===== src/hdl/aes_ctrl_pkg.sv =====
// AES cipher control package with sparse encodings, state enums and datapath control types
`default_nettype none

package aes_ctrl_pkg;

  //////////////////////////////
  // Sparse encoding
  //////////////////////////////

  parameter int Sp2vWidth = 2; // One rail per bit

  typedef enum logic [Sp2vWidth-1:0] {
    SP2V_HIGH = 2'b01,
    SP2V_LOW  = 2'b10
  } sp2v_e;

  // Rail i is positive when bit i of SP2V_HIGH is set
  parameter logic [Sp2vWidth-1:0] Sp2vLogicHigh = 2'b01;

  //////////////////////////////
  // Configuration
  //////////////////////////////

  typedef enum logic {
    CIPH_FWD = 1'b0,
    CIPH_INV = 1'b1
  } ciph_op_e;

  typedef enum logic [1:0] {
    AES_128 = 2'b00,
    AES_192 = 2'b01,
    AES_256 = 2'b10
  } key_len_e;

  typedef struct packed {
    ciph_op_e op;
    key_len_e key_len;
  } ciph_cfg_t;

  //////////////////////////////
  // Rail FSM and datapath
  //////////////////////////////

  typedef enum logic [2:0] {
    CTRL_IDLE  = 3'b000,
    CTRL_INIT  = 3'b001,
    CTRL_ROUND = 3'b010,
    CTRL_FINAL = 3'b011,
    CTRL_DONE  = 3'b100,
    CTRL_CLEAR = 3'b101,
    CTRL_ERROR = 3'b110
  } ctrl_state_e;

  typedef enum logic [1:0] {
    STATE_INIT  = 2'b01, // Load input block
    STATE_ROUND = 2'b10  // Take round output
  } state_sel_e;

  typedef enum logic [2:0] {
    ADD_RK_INIT  = 3'b001,
    ADD_RK_ROUND = 3'b010,
    ADD_RK_FINAL = 3'b100
  } add_rk_sel_e;

  parameter int RoundWidth = 4;

  typedef struct packed {
    state_sel_e            state_sel;
    add_rk_sel_e           add_rk_sel;
    logic [RoundWidth-1:0] round;
  } dp_ctrl_t;

  // Number of rounds Nr for a given key length
  function automatic logic [RoundWidth-1:0] num_rounds(key_len_e key_len);
    logic [RoundWidth-1:0] nr;
    unique case (key_len)
      AES_192: nr = 4'd12;
      AES_256: nr = 4'd14;
      default: nr = 4'd10;
    endcase
    return nr;
  endfunction

endpackage

`default_nettype wire


===== src/hdl/aes_cipher_ctrl.sv =====
// AES cipher control top with redundant rail FSMs, encoding check and shared flag registers
`default_nettype none
`timescale 1ns/1ps

module aes_cipher_ctrl (
  input  logic                    clk_i,
  input  logic                    rst_ni,

  input  aes_ctrl_pkg::ciph_cfg_t cfg_i,     // Sampled at accept
  input  aes_ctrl_pkg::sp2v_e     in_valid_i,
  output aes_ctrl_pkg::sp2v_e     in_ready_o,
  output aes_ctrl_pkg::sp2v_e     out_valid_o,
  input  aes_ctrl_pkg::sp2v_e     out_ready_i,

  input  logic                    key_clear_i,
  input  logic                    op_err_i,
  input  logic                    alert_fatal_i,

  output aes_ctrl_pkg::sp2v_e     state_we_o,
  output aes_ctrl_pkg::dp_ctrl_t  dp_ctrl_o,
  output aes_ctrl_pkg::ciph_op_e  key_expand_op_o,
  output logic                    key_clear_o,
  output logic                    alert_o
);

  localparam int NumChkSig = 3;

  aes_ctrl_pkg::sp2v_e [NumChkSig-1:0]                    chk_sig;
  logic [NumChkSig-1:0][aes_ctrl_pkg::Sp2vWidth-1:0]      chk_raw;
  logic                                                   enc_err;
  logic                                                   rail_err;
  logic                                                   fault;

  // Multi-rail outputs
  logic [aes_ctrl_pkg::Sp2vWidth-1:0]                     mr_in_ready;
  logic [aes_ctrl_pkg::Sp2vWidth-1:0]                     mr_out_valid;
  logic [aes_ctrl_pkg::Sp2vWidth-1:0]                     mr_state_we;
  logic [aes_ctrl_pkg::Sp2vWidth-1:0]                     mr_alert;
  logic [aes_ctrl_pkg::Sp2vWidth-1:0]                     mr_clear_done;
  aes_ctrl_pkg::dp_ctrl_t [aes_ctrl_pkg::Sp2vWidth-1:0]   mr_dp_ctrl;

  aes_ctrl_pkg::sp2v_e     state_we_q;
  logic                    clear_done;
  logic                    key_clear_d, key_clear_q;
  logic                    idle;
  logic                    accept;
  aes_ctrl_pkg::ciph_op_e  op_q;

  //////////////////////////////
  // Encoding check
  //////////////////////////////

  assign chk_sig[0] = in_valid_i;
  assign chk_sig[1] = out_ready_i;
  assign chk_sig[2] = state_we_q; // Write enable feedback

  aes_ctrl_sp2v_chk #(
    .NumSig ( NumChkSig )
  ) aes_ctrl_sp2v_chk_i (
    .sig_i ( chk_sig ),
    .sig_o ( chk_raw ),
    .err_o ( enc_err )
  );

  assign fault = enc_err | rail_err | op_err_i | alert_fatal_i;

  //////////////////////////////
  // Rails
  //////////////////////////////

  for (genvar i = 0; i < aes_ctrl_pkg::Sp2vWidth; i++) begin : gen_rail
    aes_ctrl_fsm #(
      .RailActiveLow ( aes_ctrl_pkg::Sp2vLogicHigh[i] == 1'b0 )
    ) aes_ctrl_fsm_i (
      .clk_i            ( clk_i            ),
      .rst_ni           ( rst_ni           ),
      .in_valid_i       ( chk_raw[0][i]    ),
      .in_ready_o       ( mr_in_ready[i]   ),
      .out_valid_o      ( mr_out_valid[i]  ),
      .out_ready_i      ( chk_raw[1][i]    ),
      .cfg_i            ( cfg_i            ),
      .key_clear_i      ( key_clear_i      ),
      .key_clear_q_i    ( key_clear_q      ),
      .fault_i          ( fault            ),
      .state_we_o       ( mr_state_we[i]   ),
      .dp_ctrl_o        ( mr_dp_ctrl[i]    ),
      .key_clear_done_o ( mr_clear_done[i] ),
      .alert_o          ( mr_alert[i]      )
    );
  end

  aes_ctrl_rail_combine aes_ctrl_rail_combine_i (
    .in_ready_i       ( mr_in_ready   ),
    .out_valid_i      ( mr_out_valid  ),
    .state_we_i       ( mr_state_we   ),
    .dp_ctrl_i        ( mr_dp_ctrl    ),
    .alert_i          ( mr_alert      ),
    .key_clear_done_i ( mr_clear_done ),
    .in_ready_o       ( in_ready_o    ),
    .out_valid_o      ( out_valid_o   ),
    .state_we_o       ( state_we_o    ),
    .dp_ctrl_o        ( dp_ctrl_o     ),
    .alert_o          ( alert_o       ),
    .key_clear_done_o ( clear_done    ),
    .rail_err_o       ( rail_err      )
  );

  //////////////////////////////
  // Shared registers
  //////////////////////////////

  assign idle   = (in_ready_o == aes_ctrl_pkg::SP2V_HIGH) & ~fault;
  assign accept = idle & ~key_clear_i & (in_valid_i == aes_ctrl_pkg::SP2V_HIGH);

  // Set on entry to the clear state, dropped once every rail reports done
  assign key_clear_d = (idle & key_clear_i) | (key_clear_q & ~clear_done);

  always_ff @(posedge clk_i or negedge rst_ni) begin : shared_reg
    if (!rst_ni) begin
      state_we_q  <= aes_ctrl_pkg::SP2V_LOW;
      key_clear_q <= 1'b0;
      op_q        <= aes_ctrl_pkg::CIPH_FWD;
    end else begin
      state_we_q  <= state_we_o;
      key_clear_q <= key_clear_d;
      if (accept) begin
        op_q <= cfg_i.op;
      end
    end
  end

  assign key_expand_op_o = op_q;
  assign key_clear_o     = key_clear_q;

endmodule

`default_nettype wire


===== src/hdl/aes_ctrl_fsm.sv =====
// Single rail of the AES cipher control FSM with round counter, positive or inverted polarity
`default_nettype none
`timescale 1ns/1ps

module aes_ctrl_fsm #(
  parameter bit RailActiveLow = 1'b0
) (
  input  logic                  clk_i,
  input  logic                  rst_ni,

  // Handshake bits in rail polarity
  input  logic                  in_valid_i,
  output logic                  in_ready_o,
  output logic                  out_valid_o,
  input  logic                  out_ready_i,

  input  aes_ctrl_pkg::ciph_cfg_t cfg_i,
  input  logic                  key_clear_i,
  input  logic                  key_clear_q_i,
  input  logic                  fault_i,

  // Datapath control
  output logic                  state_we_o,  // Rail polarity
  output aes_ctrl_pkg::dp_ctrl_t dp_ctrl_o,
  output logic                  key_clear_done_o,
  output logic                  alert_o
);

  aes_ctrl_pkg::ctrl_state_e              state_d, state_q;
  logic [aes_ctrl_pkg::RoundWidth-1:0]    rnd_d, rnd_q;
  aes_ctrl_pkg::key_len_e                 key_len_d, key_len_q;
  logic [aes_ctrl_pkg::RoundWidth-1:0]    nr;
  logic [aes_ctrl_pkg::RoundWidth-1:0]    last_mid_rnd;

  // Positive-logic views of the rail bits
  logic in_valid;
  logic out_ready;
  logic in_ready;
  logic out_valid;
  logic state_we;

  //////////////////////////////
  // Polarity boundary
  //////////////////////////////

  assign in_valid  = in_valid_i ^ RailActiveLow;
  assign out_ready = out_ready_i ^ RailActiveLow;

  assign in_ready_o  = in_ready ^ RailActiveLow;
  assign out_valid_o = out_valid ^ RailActiveLow;
  assign state_we_o  = state_we ^ RailActiveLow;

  //////////////////////////////
  // Next state
  //////////////////////////////

  assign nr           = aes_ctrl_pkg::num_rounds(key_len_q);
  assign last_mid_rnd = nr - 4'd1;

  always_comb begin : fsm_comb
    state_d   = state_q;
    rnd_d     = rnd_q;
    key_len_d = key_len_q;

    unique case (state_q)
      aes_ctrl_pkg::CTRL_IDLE: begin
        // Key clear wins over a new job
        if (key_clear_i) begin
          state_d = aes_ctrl_pkg::CTRL_CLEAR;
        end else if (in_valid) begin
          state_d   = aes_ctrl_pkg::CTRL_INIT;
          rnd_d     = '0;
          key_len_d = cfg_i.key_len;
        end
      end

      aes_ctrl_pkg::CTRL_INIT: begin
        state_d = aes_ctrl_pkg::CTRL_ROUND;
        rnd_d   = 4'd1;
      end

      aes_ctrl_pkg::CTRL_ROUND: begin
        rnd_d = rnd_q + 4'd1;
        if (rnd_q == last_mid_rnd) begin
          state_d = aes_ctrl_pkg::CTRL_FINAL;
        end
      end

      aes_ctrl_pkg::CTRL_FINAL: state_d = aes_ctrl_pkg::CTRL_DONE;

      aes_ctrl_pkg::CTRL_DONE: begin
        if (out_ready) begin // Result taken
          state_d = aes_ctrl_pkg::CTRL_IDLE;
          rnd_d   = '0;
        end
      end

      aes_ctrl_pkg::CTRL_CLEAR: state_d = aes_ctrl_pkg::CTRL_IDLE;

      aes_ctrl_pkg::CTRL_ERROR: state_d = aes_ctrl_pkg::CTRL_ERROR; // Terminal

      default: state_d = aes_ctrl_pkg::CTRL_ERROR;
    endcase

    // Any fault overrides the regular sequence
    if (fault_i) begin
      state_d = aes_ctrl_pkg::CTRL_ERROR;
    end
  end

  always_ff @(posedge clk_i or negedge rst_ni) begin : fsm_reg
    if (!rst_ni) begin
      state_q   <= aes_ctrl_pkg::CTRL_IDLE;
      rnd_q     <= '0;
      key_len_q <= aes_ctrl_pkg::AES_128;
    end else begin
      state_q   <= state_d;
      rnd_q     <= rnd_d;
      key_len_q <= key_len_d;
    end
  end

  //////////////////////////////
  // Moore outputs
  //////////////////////////////

  assign in_ready  = (state_q == aes_ctrl_pkg::CTRL_IDLE);
  assign out_valid = (state_q == aes_ctrl_pkg::CTRL_DONE);
  assign state_we  = (state_q == aes_ctrl_pkg::CTRL_INIT)  ||
                     (state_q == aes_ctrl_pkg::CTRL_ROUND) ||
                     (state_q == aes_ctrl_pkg::CTRL_FINAL);
  assign alert_o   = (state_q == aes_ctrl_pkg::CTRL_ERROR);

  // Back in idle after a clear cycle
  assign key_clear_done_o = (state_q == aes_ctrl_pkg::CTRL_IDLE) & key_clear_q_i;

  always_comb begin : dp_ctrl_decode
    dp_ctrl_o.round = rnd_q;
    unique case (state_q)
      aes_ctrl_pkg::CTRL_ROUND: begin
        dp_ctrl_o.state_sel  = aes_ctrl_pkg::STATE_ROUND;
        dp_ctrl_o.add_rk_sel = aes_ctrl_pkg::ADD_RK_ROUND;
      end
      // Final selectors are held while the result waits
      aes_ctrl_pkg::CTRL_FINAL,
      aes_ctrl_pkg::CTRL_DONE: begin
        dp_ctrl_o.state_sel  = aes_ctrl_pkg::STATE_ROUND;
        dp_ctrl_o.add_rk_sel = aes_ctrl_pkg::ADD_RK_FINAL;
      end
      default: begin
        dp_ctrl_o.state_sel  = aes_ctrl_pkg::STATE_INIT;
        dp_ctrl_o.add_rk_sel = aes_ctrl_pkg::ADD_RK_INIT;
      end
    endcase
  end

endmodule

`default_nettype wire


===== src/hdl/aes_ctrl_rail_combine.sv =====
// Rail combiner merging per-rail FSM outputs and detecting disagreement between rails
`default_nettype none
`timescale 1ns/1ps

module aes_ctrl_rail_combine (
  // Per-rail sparse bits
  input  logic [aes_ctrl_pkg::Sp2vWidth-1:0]                   in_ready_i,
  input  logic [aes_ctrl_pkg::Sp2vWidth-1:0]                   out_valid_i,
  input  logic [aes_ctrl_pkg::Sp2vWidth-1:0]                   state_we_i,

  // Per-rail flags and selectors
  input  aes_ctrl_pkg::dp_ctrl_t [aes_ctrl_pkg::Sp2vWidth-1:0] dp_ctrl_i,
  input  logic [aes_ctrl_pkg::Sp2vWidth-1:0]                   alert_i,
  input  logic [aes_ctrl_pkg::Sp2vWidth-1:0]                   key_clear_done_i,

  output aes_ctrl_pkg::sp2v_e                                  in_ready_o,
  output aes_ctrl_pkg::sp2v_e                                  out_valid_o,
  output aes_ctrl_pkg::sp2v_e                                  state_we_o,
  output aes_ctrl_pkg::dp_ctrl_t                               dp_ctrl_o,
  output logic                                                 alert_o,
  output logic                                                 key_clear_done_o,
  output logic                                                 rail_err_o
);

  logic [$bits(aes_ctrl_pkg::dp_ctrl_t)-1:0] dp_ctrl_or;

  //////////////////////////////
  // Sparse outputs
  //////////////////////////////

  // Each rail owns one bit of the code
  assign in_ready_o  = aes_ctrl_pkg::sp2v_e'(in_ready_i);
  assign out_valid_o = aes_ctrl_pkg::sp2v_e'(out_valid_i);
  assign state_we_o  = aes_ctrl_pkg::sp2v_e'(state_we_i);

  //////////////////////////////
  // Flags
  //////////////////////////////

  assign alert_o          = |alert_i;          // One rail is enough to alert
  assign key_clear_done_o = &key_clear_done_i; // All rails must agree

  //////////////////////////////
  // Selectors and round
  //////////////////////////////

  always_comb begin : merge_dp_ctrl
    dp_ctrl_or = '0;
    for (int i = 0; i < aes_ctrl_pkg::Sp2vWidth; i++) begin
      dp_ctrl_or = dp_ctrl_or | dp_ctrl_i[i];
    end
  end

  assign dp_ctrl_o = aes_ctrl_pkg::dp_ctrl_t'(dp_ctrl_or);

  // A rail differing from the merged value means the rails diverged
  always_comb begin : cmp_rails
    rail_err_o = 1'b0;
    for (int i = 0; i < aes_ctrl_pkg::Sp2vWidth; i++) begin
      if (dp_ctrl_i[i] != dp_ctrl_o) begin
        rail_err_o = 1'b1;
      end
    end
  end

endmodule

`default_nettype wire


===== src/hdl/aes_ctrl_sp2v_chk.sv =====
// Sparse encoding checker passing sp2v signals through and flagging invalid codes
`default_nettype none
`timescale 1ns/1ps

module aes_ctrl_sp2v_chk #(
  parameter int NumSig = 3
) (
  input  aes_ctrl_pkg::sp2v_e [NumSig-1:0]                          sig_i,
  output logic [NumSig-1:0][aes_ctrl_pkg::Sp2vWidth-1:0]            sig_o,
  output logic                                                      err_o
);

  logic [NumSig-1:0] sig_err;

  //////////////////////////////
  // Per-signal check
  //////////////////////////////

  for (genvar i = 0; i < NumSig; i++) begin : gen_chk
    // Raw bits so each rail picks its own
    assign sig_o[i] = sig_i[i];

    // 00 and 11 are not valid codes
    assign sig_err[i] = !((sig_i[i] == aes_ctrl_pkg::SP2V_HIGH) ||
                          (sig_i[i] == aes_ctrl_pkg::SP2V_LOW));
  end

  assign err_o = |sig_err;

endmodule

`default_nettype wire


===== config.mk =====
export PLATFORM = sky130hd
export DESIGN_NAME = aes_cipher_ctrl
export DESIGN_NICKNAME = d
export VERILOG_FILES = /design/src/hdl/aes_ctrl_pkg.sv /design/src/hdl/aes_cipher_ctrl.sv /design/src/hdl/aes_ctrl_fsm.sv /design/src/hdl/aes_ctrl_rail_combine.sv /design/src/hdl/aes_ctrl_sp2v_chk.sv
export SDC_FILE = /design/constraint.sdc
export NUM_CORES = 1
export LEC_CHECK = 0
export BUFFER_PORTS_ARGS = -buffer_cell sky130_fd_sc_hd__buf_2
export CAP_MARGIN = 10
export CORE_MARGIN = 5
export CORE_UTILIZATION = 30
export CTS_CLUSTER_SIZE = 30
export DETAILED_ROUTE_END_ITERATION = 7
export GPL_TIMING_DRIVEN = 1
export PLACE_DENSITY = 0.58
export SETUP_SLACK_MARGIN = 0.2
export SLEW_MARGIN = 10
export SYNTH_ARGS = -nofsm -noshare
export SYNTH_HDL_FRONTEND = slang
export SYNTH_SLANG_ARGS = --single-unit

===== constraint.sdc =====
create_clock -name clk_i -period 3.2 [get_ports clk_i]
set_clock_uncertainty 0.15 [all_clocks]
set_input_delay 0.32 -clock clk_i [delete_from_list [all_inputs] [get_ports clk_i]]
set_output_delay 0.32 -clock clk_i [all_outputs]
set_load 0.01 [all_outputs]

==> run summary <==
Status = completed
Hold Path Class = in2reg
Post-DP HPWL = 2810 um
Critical Path Start = gen_rail[0].aes_ctrl_fsm_i.state_q[1]$_DFFE_PN0P_
Unrepaired setup endpoints after global routing = no
Hold Path Origin = cfg_i[1]
Fin Setup TNS = 0 ns
CP Capture Type = flip-flop
WP data required = 3.21 ns
Post-Syn Area = 1550 sq um
Worst EP arrival = 2.63 ns
EDFF count, synth = 0
Net count, final = 212
Post-Syn Nets = 192
VDD IR max = 0.284 mV
CTS Buf Count = 3
WL/cell = 13.8 um
Reg2reg end = key_expand_op_o$_DFFE_PN0P_
Crit start category = flip-flop
Total gr overflow = 0
Total length of routed wires = 3600 um
N_diodes = 0
CTS tree = yes
Max-slew violations = 0
WHS Path Cells = 3
Origin of the critical flop-to-flop path = gen_rail[0].aes_ctrl_fsm_i.state_q[1]$_DFFE_PN0P_
Synth Flop Type = dfrtp_1
Int Power = 0.000458 W
First-pass GRT wire length = 6040 um
Largest net degree at the start of global routing = 23
R2r setup slk = 0.59 ns
Drt via density = 4.72
Cell taking the most area after synthesis = dfrtp_1
Hold slack final = 0.134 ns
Sequential share of the synthesized area = 0.356
Pwr Density = 322 nW/um^2
Core area = 5070 sq um
GRT Total Usage = 0.115
Clk slew on worst S/H paths = 0.09 ns
Synth area leaders = dfrtp_1 (34%), ha_1 (7.3%), xnor2_1 (4.5%)
Max transition margin = 0.572
Critical path class = reg2reg
Initial antenna violation count = 0
Commonest cells in the netlist = dfrtp_1 (21), inv_1 (12), nor2_1 (11)
Site Rows = 26
Slowest cell on crit path = dfrtp_1
Syn Area/Cell = 9.06 sq um
CP cell instances = nor2b_1 -> or2_2 -> ha_1 -> nor4_1 -> nand3_1 -> nor3_2 -> mux2_2
P_sw = 0.000115 W
Crit path max fanout = 14
Initial DRC Count = 78
Power share of the combinational group = 0.052
Hold endpoint = gen_rail[1].aes_ctrl_fsm_i.key_len_q[1]$_DFFE_PN0P_
Worst Reg-to-Reg Cells = 7
Die W = 81.9 um
CTS Sinks = 22
CTS max path bufs = 2
Fmax = 383 MHz
Largest stage delay, worst path = 0.54 ns
P_leak = 0.828 nW
Sequential share of power = 0.489
Die area = 6700 sq um
Routability Congestion = 0.759
Yosys cell types = 46
Synth top area share = 0.339
Clock power frac = 0.459
Hold Vio Cnt, Final = 0
Max-capacitance violation count = 0
Initial core utilization = 0.305
Syn Inst Count = 171
Yosys reg bits = 22
Clock root buffer = clkbuf_8
Slew at the pin closest to its max-slew limit = 0.638 ns
Min Clock Period, post-route = 2.61 ns
Syn-to-layout area delta = 14.8%
Design Power = 0.000573 W
Most frequent cell after synthesis = dfrtp_1
Utilization after layout = 0.350
Vias in the first global route = 1204
Crit share post-route = 0.816
Antenna-violating nets left = 0
DR vias = 1228
YS warnings = 0
DRC Markers = 0
Chip Height = 81.9 um
Asr flop ratio synth = 1.00
DRT Pass-1 Iters = 4
Fraction of layout cells with a size suffix above 1 = 0.242
H-tree lvl count = 1
Clock Latency Late Sink = 0.27 ns
Ports = 30
# setup viols final = 0
Sw frac = 0.200
PortBufs = 29
==> power by group through the flow <==
stage               Combinational, W  Sequential [W]  Clock (W)
finish                     0.0000298        0.000280   0.000263
global route               0.0000347        0.000280   0.000283
CTS                        0.0000309        0.000280   0.000269
detailed placement         0.0000296        0.000285          0
global placement           0.0000296        0.000285          0
floorplan                  0.0000107        0.000285          0
==> critical path, delay by kind of cell, from the launching register on <==
kind                     cells  cell delay [ns]
AND/OR/NAND/NOR              5             1.19
flip-flops                   1             0.54
adder cells (fa/ha/maj)      1             0.29
multiplexers                 1             0.34
==> flip-flops by register name (all words and copies together) (netlist names) <==
name	flops
gen_rail.aes_ctrl_fsm_i.state_q	6
gen_rail.aes_ctrl_fsm_i.key_len_q	4
gen_rail.aes_ctrl_fsm_i.rnd_q	8
key_clear_o	1
state_we_q	2
key_expand_op_o	1
==> how the worst max path moves through the flow <==
| stage | to | cells after the start | slack (ns) |
|---|---|---|---|
| 3_5_place_dp | key_expand_op_o$_DFFE_PN0P_ | 7 | 0.57 |
| 6_report | key_expand_op_o$_DFFE_PN0P_ | 7 | 0.59 |
| 4_1_cts | key_expand_op_o$_DFFE_PN0P_ | 7 | 0.56 |
| 3_3_place_gp | key_expand_op_o$_DFFE_PN0P_ | 7 | 0.60 |
| 2_1_floorplan | key_expand_op_o$_DFFE_PN0P_ | 7 | 0.89 |
| 5_1_grt | key_expand_op_o$_DFFE_PN0P_ | 7 | 0.35 |
==> per-stage QoR <==
stage	setup WS, ns	instance area [sq um]	std cells
finish	0.588	1780	260
global route	0.351	1780	260
CTS	0.560	1780	260
detailed placement	0.569	1700	255
global placement	0.600	1700	255
floorplan	0.887	1550	171
==> what timing repair did <==
action,in CTS,in global routing
hold endpoints to repair,21,0
resized for setup,0,0
setup buffers,0,0
endpoints found under the setup margin,0,0
hold buffers,1,0
==> kinds of logic (layout without fill, tap and decap cells) <==
logic type | after synthesis | in the layout | share of synthesized area
mux | 5 | 5 | 0.0355
xor+xnor | 12 | 12 | 0.0679
simple gates | 61 | 61 | 0.220
buf+inv | 27 | 46 | 0.0840
flops | 22 | 22 | 0.356
fa+ha+maj | 9 | 9 | 0.0727
compound gates | 35 | 35 | 0.164
==> layout by cell type (no fill, tap or decap), drive strengths merged, types with 3 or more instances in the layout <==
master,netlist,layout
or2,6,6
nor3b,4,4
nand3,8,8
nand2,9,9
dfrtp,21,21
nor2,12,12
a21oi,7,7
nor3,6,6
xor2,4,4
a22o,4,4
clkbuf,5,3
nor2b,7,7
xnor2,8,8
inv,12,12
buf,10,29
o21ai,6,6
ha,9,9
mux2,4,4
==> metal layers <==
layer,vias up,global-route usage,share of wire
met4,0,0.0150,0.0039
met3,2,0.0285,0.064
met5,-,0,0
met2,28,0.179,0.43
met1,570,0.166,0.50
li1,628,-,-
==> final cells by class <==
type | instances | area, sq um
Clock buffer | 3 | 41.3
Clock inverter | 1 | 30.0
Fill cell | 561 | 3300
Inverter | 12 | 45.0
Multi-Input combinational cell | 122 | 867
Sequential cell | 22 | 552
Tap cell | 70 | 87.6
Timing Repair Buffer | 30 | 155
Note: power is estimated with default switching activity, not from simulation.
